$ cat config.mk
export PLATFORM = sky130hd
export DESIGN_NAME = debug_unit
export DESIGN_NICKNAME = d
export VERILOG_FILES = /design/src/logic/dbg_pkg.sv /design/src/logic/dbg_ctrl_if.sv /design/src/logic/cmd_decoder.sv /design/src/logic/run_controller.sv /design/src/logic/dump_sender.sv /design/src/logic/debug_unit.sv
export VERILOG_INCLUDE_DIRS = /design/src /design/src/logic
export SDC_FILE = /design/constraint.sdc
export NUM_CORES = 1
export LEC_CHECK = 0
export BUFFER_PORTS_ARGS = -buffer_cell sky130_fd_sc_hd__buf_4
export CAP_MARGIN = 20
export CORE_UTILIZATION = 44
export CTS_BUF_LIST = sky130_fd_sc_hd__clkbuf_2
export CTS_CLUSTER_DIAMETER = 200
export CTS_CLUSTER_SIZE = 25
export DETAILED_ROUTE_END_ITERATION = 12
export PLACE_DENSITY_LB_ADDON = 0.1
export SETUP_SLACK_MARGIN = 0.3
export SYNTH_ARGS = -nofsm -noshare
export SYNTH_HDL_FRONTEND = slang
export SYNTH_SLANG_ARGS = --single-unit
$ cat constraint.sdc
create_clock -name clk -period 11.9 [get_ports clk]
set_input_delay 3.57 -clock clk [delete_from_list [all_inputs] [get_ports clk]]
set_output_delay 3.57 -clock clk [all_outputs]
set_load 0.02 [all_outputs]
$ cat src/logic/dbg_defs.svh
`ifndef DBG_DEFS_SVH
`define DBG_DEFS_SVH

////////////////////
// Dump layout
////////////////////

// Register-file words sent by the collector
`define DBG_NUM_REGS 32

// Data-memory words sent after the registers
`define DBG_NUM_MEM 16

// pc, four latches and cycle count, 4 bytes each
`define DBG_SNAP_BYTES 24

// Instruction memory
`define DBG_IMEM_AW 6

`endif

$ cat src/logic/dbg_pkg.sv
`default_nettype none

package dbg_pkg;

    ////////////////////
    // Host commands
    ////////////////////

    typedef enum logic [7:0] {
        CMD_START      = 8'd1,
        CMD_CONTINUOUS = 8'd2,
        CMD_STEP_MODE  = 8'd3,
        CMD_REPROGRAM  = 8'd5,
        CMD_STEP       = 8'd6
    } cmd_t;

    ////////////////////
    // Program words
    ////////////////////

    // Same received word, seen as UART bytes or as instruction fields
    typedef union packed {
        logic [3:0][7:0] bytes;       // Byte 0 arrives first
        struct packed {
            logic [5:0]  opcode;      // All ones marks the halt word
            logic [25:0] rest;
        } fields;
    } instr_word_t;

endpackage

`default_nettype wire

$ cat src/logic/dbg_ctrl_if.sv
`timescale 1ns/1ps
`default_nettype none

interface dbg_ctrl_if;

    logic          loading;       // Programming mode level
    logic          cmd_valid;
    dbg_pkg::cmd_t cmd;
    logic          prog_done;     // Halt word written
    logic          dump_start;
    logic [31:0]   run_cycles;
    logic          dump_done;

    modport decode (
        input  loading,
        output cmd_valid,
        output cmd,
        output prog_done
    );

    modport execute (
        output loading,
        input  cmd_valid,
        input  cmd,
        input  prog_done,
        output dump_start,
        output run_cycles,
        input  dump_done
    );

    modport result (
        input  dump_start,
        input  run_cycles,
        output dump_done
    );

endinterface

`default_nettype wire

$ cat src/logic/cmd_decoder.sv
`timescale 1ns/1ps
`default_nettype none

`include "dbg_defs.svh"

module cmd_decoder (
    input  logic                    clk,
    input  logic                    reset,
    input  logic                    rx_done,
    input  logic [7:0]              rx_data,
    output logic                    imem_we,
    output logic [`DBG_IMEM_AW-1:0] imem_addr,
    output logic [31:0]             imem_data,
    dbg_ctrl_if.decode              ctl
);

    dbg_pkg::instr_word_t    word_q;
    dbg_pkg::instr_word_t    word_d;
    logic [1:0]              byte_pos;
    logic [`DBG_IMEM_AW-1:0] wr_addr;
    logic                    prog_byte;
    logic                    word_end;
    logic                    halt_word;
    logic                    is_cmd;

    assign prog_byte = rx_done && ctl.loading;
    assign word_end  = prog_byte && (byte_pos == 2'd3);
    assign halt_word = &word_d.fields.opcode;

    // Word with the incoming byte merged in
    always_comb begin
        word_d = word_q;
        word_d.bytes[byte_pos] = rx_data;
    end

    always_comb begin
        case (rx_data)
            dbg_pkg::CMD_START,
            dbg_pkg::CMD_CONTINUOUS,
            dbg_pkg::CMD_STEP_MODE,
            dbg_pkg::CMD_REPROGRAM,
            dbg_pkg::CMD_STEP: is_cmd = 1'b1;
            default:           is_cmd = 1'b0;
        endcase
    end

    always_ff @(posedge clk) begin
        if (reset) begin
            byte_pos      <= 2'd0;
            wr_addr       <= '0;
            imem_we       <= 1'b0;
            imem_addr     <= '0;
            ctl.prog_done <= 1'b0;
            ctl.cmd_valid <= 1'b0;
        end else begin
            imem_we       <= word_end;
            ctl.prog_done <= word_end && halt_word;
            ctl.cmd_valid <= rx_done && !ctl.loading && is_cmd;
            if (prog_byte) begin
                byte_pos <= byte_pos + 2'd1;   // Wraps to 0 after byte 3
            end
            if (word_end) begin
                imem_addr <= wr_addr;
                if (halt_word) begin
                    wr_addr <= '0;             // Next load starts over
                end else begin
                    wr_addr <= wr_addr + 1'b1;
                end
            end
        end
    end

    always_ff @(posedge clk) begin
        if (prog_byte) begin
            word_q <= word_d;
        end
        if (word_end) begin
            imem_data <= word_d;
        end
        if (rx_done && !ctl.loading) begin
            ctl.cmd <= dbg_pkg::cmd_t'(rx_data);
        end
    end

endmodule

`default_nettype wire

$ cat src/logic/run_controller.sv
`timescale 1ns/1ps
`default_nettype none

module run_controller (
    input  logic        clk,
    input  logic        reset,
    input  logic        halt,
    output logic        cpu_reset,
    output logic        cpu_run,
    dbg_ctrl_if.execute ctl
);

    localparam logic [2:0] MODE_IDLE        = 3'd0;
    localparam logic [2:0] MODE_PROGRAMMING = 3'd1;
    localparam logic [2:0] MODE_WAITING     = 3'd2;
    localparam logic [2:0] MODE_STEPPING    = 3'd3;
    localparam logic [2:0] MODE_RUNNING     = 3'd4;
    localparam logic [2:0] MODE_DUMPING     = 3'd5;

    logic [2:0] mode;

    assign ctl.loading = (mode == MODE_PROGRAMMING);
    assign cpu_reset   = (mode == MODE_PROGRAMMING) || (mode == MODE_WAITING);

    ////////////////////
    // Mode machine
    ////////////////////

    always_ff @(posedge clk) begin
        if (reset) begin
            mode           <= MODE_PROGRAMMING;
            cpu_run        <= 1'b0;
            ctl.dump_start <= 1'b0;
            ctl.run_cycles <= '0;
        end else begin
            ctl.dump_start <= 1'b0;

            if (mode == MODE_WAITING) begin
                ctl.run_cycles <= '0;
            end else if (cpu_run) begin
                ctl.run_cycles <= ctl.run_cycles + 32'd1;
            end

            case (mode)
                MODE_IDLE: begin
                    if (ctl.cmd_valid && ctl.cmd == dbg_pkg::CMD_START) begin
                        mode <= MODE_PROGRAMMING;
                    end
                end
                MODE_PROGRAMMING: begin
                    if (ctl.prog_done) begin
                        mode <= MODE_WAITING;
                    end
                end
                MODE_WAITING: begin
                    if (ctl.cmd_valid) begin
                        case (ctl.cmd)
                            dbg_pkg::CMD_REPROGRAM: mode <= MODE_IDLE;
                            dbg_pkg::CMD_CONTINUOUS: begin
                                mode    <= MODE_RUNNING;
                                cpu_run <= 1'b1;
                            end
                            dbg_pkg::CMD_STEP_MODE: mode <= MODE_STEPPING;
                            default: ;
                        endcase
                    end
                end
                MODE_STEPPING: begin
                    if (cpu_run) begin
                        // Single enabled cycle is over
                        cpu_run        <= 1'b0;
                        ctl.dump_start <= 1'b1;
                        mode           <= MODE_DUMPING;
                    end else if (ctl.cmd_valid && ctl.cmd == dbg_pkg::CMD_STEP) begin
                        cpu_run <= 1'b1;
                    end
                end
                MODE_RUNNING: begin
                    if (halt) begin
                        cpu_run        <= 1'b0;
                        ctl.dump_start <= 1'b1;
                        mode           <= MODE_DUMPING;
                    end
                end
                MODE_DUMPING: begin
                    if (ctl.dump_done) begin
                        mode <= halt ? MODE_WAITING : MODE_STEPPING;
                    end
                end
                default: mode <= MODE_IDLE;
            endcase
        end
    end

endmodule

`default_nettype wire

$ cat src/logic/dump_sender.sv
`timescale 1ns/1ps
`default_nettype none

`include "dbg_defs.svh"

module dump_sender (
    input  logic        clk,
    input  logic        reset,
    input  logic        tx_done,
    input  logic [31:0] pc,
    input  logic [31:0] latch_if_id,
    input  logic [31:0] latch_id_ex,
    input  logic [31:0] latch_ex_mem,
    input  logic [31:0] latch_mem_wb,
    input  logic [31:0] collector_word,
    output logic        tx_start,
    output logic [7:0]  tx_data,
    output logic        collector_sel_regs,
    output logic        collector_next,
    output logic        collector_restart,
    dbg_ctrl_if.result  ctl
);

    localparam int SNAP_IW = $clog2(`DBG_SNAP_BYTES);
    localparam int WORDS   = `DBG_NUM_REGS + `DBG_NUM_MEM;
    localparam int WORD_W  = $clog2(WORDS);

    logic [`DBG_SNAP_BYTES/4-1:0][3:0][7:0] snap;   // Word 0 is pc
    logic [3:0][7:0]    cw;
    logic               busy;
    logic               in_snap;
    logic               fetch;                      // New collector word visible
    logic [SNAP_IW-1:0] snap_idx;
    logic [SNAP_IW-1:0] snap_nxt;
    logic [WORD_W-1:0]  word_cnt;
    logic [1:0]         byte_cnt;
    logic [1:0]         byte_nxt;
    logic               load_byte;
    logic [7:0]         next_data;

    assign cw       = collector_word;
    assign snap_nxt = snap_idx + SNAP_IW'(1);
    assign byte_nxt = byte_cnt + 2'd1;
    assign collector_sel_regs = busy && (word_cnt < WORD_W'(`DBG_NUM_REGS));

    ////////////////////
    // Next byte to send
    ////////////////////

    always_comb begin
        load_byte = 1'b0;
        next_data = cw[0];
        if (!busy) begin
            load_byte = ctl.dump_start;
            next_data = pc[7:0];
        end else if (fetch) begin
            load_byte = 1'b1;
        end else if (tx_done) begin
            if (in_snap) begin
                load_byte = 1'b1;
                if (snap_idx != SNAP_IW'(`DBG_SNAP_BYTES - 1)) begin
                    next_data = snap[snap_nxt[SNAP_IW-1:2]][snap_nxt[1:0]];
                end
            end else if (byte_cnt != 2'd3) begin
                load_byte = 1'b1;
                next_data = cw[byte_nxt];
            end
        end
    end

    always_ff @(posedge clk) begin
        if (reset) begin
            busy              <= 1'b0;
            in_snap           <= 1'b0;
            fetch             <= 1'b0;
            snap_idx          <= '0;
            word_cnt          <= '0;
            byte_cnt          <= 2'd0;
            tx_start          <= 1'b0;
            collector_next    <= 1'b0;
            collector_restart <= 1'b0;
            ctl.dump_done     <= 1'b0;
        end else begin
            tx_start          <= load_byte;
            collector_next    <= 1'b0;
            collector_restart <= 1'b0;
            ctl.dump_done     <= 1'b0;
            fetch             <= collector_next && busy;
            if (!busy) begin
                if (ctl.dump_start) begin
                    busy     <= 1'b1;
                    in_snap  <= 1'b1;
                    snap_idx <= '0;
                    word_cnt <= '0;
                    byte_cnt <= 2'd0;
                end
            end else if (tx_done) begin
                if (in_snap) begin
                    if (snap_idx == SNAP_IW'(`DBG_SNAP_BYTES - 1)) begin
                        in_snap <= 1'b0;
                    end else begin
                        snap_idx <= snap_nxt;
                    end
                end else if (byte_cnt == 2'd3) begin
                    collector_next <= 1'b1;
                    byte_cnt       <= 2'd0;
                    if (word_cnt == WORD_W'(WORDS - 1)) begin
                        busy              <= 1'b0;
                        collector_restart <= 1'b1;
                        ctl.dump_done     <= 1'b1;
                    end else begin
                        word_cnt <= word_cnt + 1'b1;
                    end
                end else begin
                    byte_cnt <= byte_nxt;
                end
            end
        end
    end

    always_ff @(posedge clk) begin
        if (!busy && ctl.dump_start) begin
            snap <= {ctl.run_cycles, latch_mem_wb, latch_ex_mem, latch_id_ex, latch_if_id, pc};
        end
        if (load_byte) begin
            tx_data <= next_data;   // Held until the next load
        end
    end

endmodule

`default_nettype wire

$ cat src/logic/debug_unit.sv
`timescale 1ns/1ps
`default_nettype none

`include "dbg_defs.svh"

module debug_unit (
    input  logic                    clk,
    input  logic                    reset,
    // UART
    input  logic                    rx_done,
    input  logic [7:0]              rx_data,
    input  logic                    tx_done,
    output logic                    tx_start,
    output logic [7:0]              tx_data,
    // Instruction memory
    output logic                    imem_we,
    output logic [`DBG_IMEM_AW-1:0] imem_addr,
    output logic [31:0]             imem_data,
    // Processor
    output logic                    cpu_reset,
    output logic                    cpu_run,
    input  logic                    halt,
    input  logic [31:0]             pc,
    input  logic [31:0]             latch_if_id,
    input  logic [31:0]             latch_id_ex,
    input  logic [31:0]             latch_ex_mem,
    input  logic [31:0]             latch_mem_wb,
    // Collector
    input  logic [31:0]             collector_word,
    output logic                    collector_sel_regs,
    output logic                    collector_next,
    output logic                    collector_restart
);

    dbg_ctrl_if ctl ();

    cmd_decoder decode_i (
        .clk       (clk),
        .reset     (reset),
        .rx_done   (rx_done),
        .rx_data   (rx_data),
        .imem_we   (imem_we),
        .imem_addr (imem_addr),
        .imem_data (imem_data),
        .ctl       (ctl.decode)
    );

    run_controller execute_i (
        .clk       (clk),
        .reset     (reset),
        .halt      (halt),
        .cpu_reset (cpu_reset),
        .cpu_run   (cpu_run),
        .ctl       (ctl.execute)
    );

    dump_sender result_i (
        .clk                (clk),
        .reset              (reset),
        .tx_done            (tx_done),
        .pc                 (pc),
        .latch_if_id        (latch_if_id),
        .latch_id_ex        (latch_id_ex),
        .latch_ex_mem       (latch_ex_mem),
        .latch_mem_wb       (latch_mem_wb),
        .collector_word     (collector_word),
        .tx_start           (tx_start),
        .tx_data            (tx_data),
        .collector_sel_regs (collector_sel_regs),
        .collector_next     (collector_next),
        .collector_restart  (collector_restart),
        .ctl                (ctl.result)
    );

endmodule

`default_nettype wire

==> flow_summary.ini <==
[layout]
drive_above_1_share_pct = 29.30
multi_input_area_um2 = 4903
finalNonFillerCells = 1817
final_nets = 1568
synthToLayoutAreaGrowth_pct = 16.78
n_fill_cell = 2906
regArea_um2 = 9630

[global_routing]
grt_first_pass_wirelength_mm = 55.79
grt_max_degree = 123
grt-ovfl-total = 0
track_usage_pct = 21.73
antenna_found_initial = 4
grt_pass1_vias = 9332

[setup_path]
crit_chain = nand2b_1 > a21oi_1 > buf_4
cp_data_required_time_ps = 8330
cp_num_buf_inv = 1
cp_data_arrival_time_ps = 2140
critPathTopFamily = flip-flops
end_kind = primary output
max_stage_delay_ps = 600
cp_max_fo = 10
crit_type = flop to primary output
slowest_stage = dfxtp_1
start_kind = flop

[floorplanning]
initial_utilization_pct = 44.57
core_um2 = 33450
dieArea_um2 = 34630
die_h_um = 186.1
dieWidth_um = 186.1
io_pins = 258
rows = 67

[clocking]
cts-buffers-inserted = 17
cts_max_path_buffers = 3
cts_setup_buffers = 0
post_cts_resized = 0
cts.sinks = 345
clk_latency_ps = 970
cts.hold.buffers_added = 0
cts_tree = yes
ctsHtreeMaxLevel = 1
root_buffer = clkbuf_2
clk_pin_slew_ps = 420

[power]
combPwrFrac_pct = 5.9
vdd.ir_drop.worst_mv = 0.1079
switching_share_pct = 21.46
intPower_w = 0.001445
leakage_nw = 6.346
switchingPower_w = 0.0003947
finalPower_w = 0.001839
pwr-share-clk_pct = 22.2
p_seq_share_pct = 71.9
p_per_area_nw_per_um2 = 105.6

[synth]
synth_flop_cell = edfxtp_1
synth_largest_area_cell = edfxtp_1
yosysMostFrequentCell = edfxtp_1
avgSynthCellArea_um2 = 13.23
synth_top_area_share_pct = 54.78
syn_nets = 1341
synth_area_um2 = 14910
syn_inst = 1127
synth_async_sr_flop_share_pct = 0
synth_common_cells = edfxtp_1 (272), nand2_1 (91), nor2_1 (90)
synth.distinct_cells = 69
synth_area_leaders = edfxtp_1 (55%), dfxtp_1 (9.8%), mux2_2 (4.2%)
synth_edf_count = 272
ys_ff_latch = 345
synth_warnings = 0
yosysSeqAreaShare_pct = 64.59

[timing]
setup_viol = 0
skew_ps = 109.0
fin_tns_setup_ps = 0
rsz0062_at_grt = false
finalMaxSlewViolations = 0
min_period_ps = 5713
max_freq_mhz = 175.1
hold_violations = 0
max-slew-margin-rel_pct = 25.59
hold_slack_ps = 473.5
post-route-period-util_pct = 48.00
worst_pin_slew_ps = 1112

[routing]
drcViolationCount = 0
via_per_inst = 5.419
vias = 9846
antenna_left = 0
first_pass_iters = 5
wl_per_cell_um = 21.06
drtIter0Drc = 779
wirelength_mm = 38.26

[placement]
dp_cells = 1781
dpl.hpwl_mm = 27.30
io_buffer_count = 257
gp_congestion = 0.9263

[status]
outcome = finished, final reports clean

[flow_run]
maxCapViolations = 0

[hold_path]
min_path_type = flop to flop
==> through the flow <==
| step | setup slack [ps] | util [%] | cell area, µm² |
|---|---|---|---|
| final | 6187 | 52.06 | 17410 |
| after global routing | 5985 | 52.05 | 17410 |
| after CTS | 6079 | 51.92 | 17370 |
| after detailed placement | 6093 | 51.47 | 17220 |
| after global placement | 6127 | 51.47 | 17220 |
| after floorplan | 5541 | - | 14910 |
==> tightest hold or removal path: cells and delay by family, from the launching register on <==
family | cells | cell delay (ps)
AOI/OAI and AO/OA | 1 | 50
and+or+nand+nor | 1 | 50
DFF | 1 | 400
==> power by group through the flow <==
| stage | clock network, W | registers [W] | logic, W |
|---|---|---|---|
| after floorplan | 0 | 0.00135 | 0.0000375 |
| after global placement | 0 | 0.00134 | 0.000107 |
| after detailed placement | 0 | 0.00135 | 0.000109 |
| after CTS | 0.000430 | 0.00132 | 0.000110 |
| after global routing | 0.000472 | 0.00133 | 0.000118 |
| final | 0.000408 | 0.00132 | 0.000109 |
==> layout make-up <==
cell class                 count  area share, %
antenna                        4        0.05749
clock buffer                  28         0.8048
clock inverter                 2        0.05749
inverter                      22         0.5030
multi-input combinational    695          28.16
sequential                   345          55.31
tap                          448          3.219
timing repair buffer         273          11.89
==> path summary, 6_finish.rpt <==
kind                              start               endpoint  slack, ps  cells past startpoint
hold reg to reg   decode_i.imem_addr[0]  decode_i.imem_addr[0]        470                      2
setup / recovery      execute_i.mode[1]              cpu_reset       6190                      3
hold / removal    decode_i.imem_addr[0]  decode_i.imem_addr[0]        470                      2
setup reg to reg   result_i.snap_idx[0]    result_i.tx_data[5]       8030                      7
==> routing by layer <==
layer / share of wire (%) / GRT usage, %
met1: 44 / 30.86
met2: 47 / 34.30
met3: 6.8 / 3.385
met5: 0 / 0
met4: 3.1 / 6.426
==> placed cells by master, fill, tap and decap left out, types with 37 or more instances in the layout <==
| master | synthesis | routed |
|---|---|---|
| nand2b_1 | 37 | 37 |
| edfxtp_1 | 272 | 272 |
| mux2i_1 | 50 | 50 |
| a21oi_1 | 71 | 71 |
| mux2_2 | 55 | 55 |
| nor2_1 | 90 | 90 |
| nand2_1 | 91 | 91 |
| dfxtp_1 | 73 | 72 |
| buf_4 | 3 | 271 |
==> registers in the layout, indices dropped and copies added, names as in the netlist, 2 cells and up <==
register                  flops
result_i.byte_cnt             2
execute_i.ctl.run_cycles     32
execute_i.mode                3
result_i.word_cnt             6
result_i.snap               192
result_i.tx_data              8
result_i.snap_idx             5
decode_i.wr_addr              6
decode_i.ctl.cmd              8
decode_i.byte_pos             2
decode_i.imem_addr            6
decode_i.imem_data           32
decode_i.word_q              32
==> cell families after synthesis <==
family | share of synthesized area (%)
muxes | 9.777
buffers and inverters | 2.618
AOI/OAI and AO/OA | 8.300
and+or+nand+nor | 11.49
DFF | 64.59
adders and majority gates | 0.7553
xor gates and xnor gates | 2.476
No activity file was read; power rests on OpenSTA's default activity.
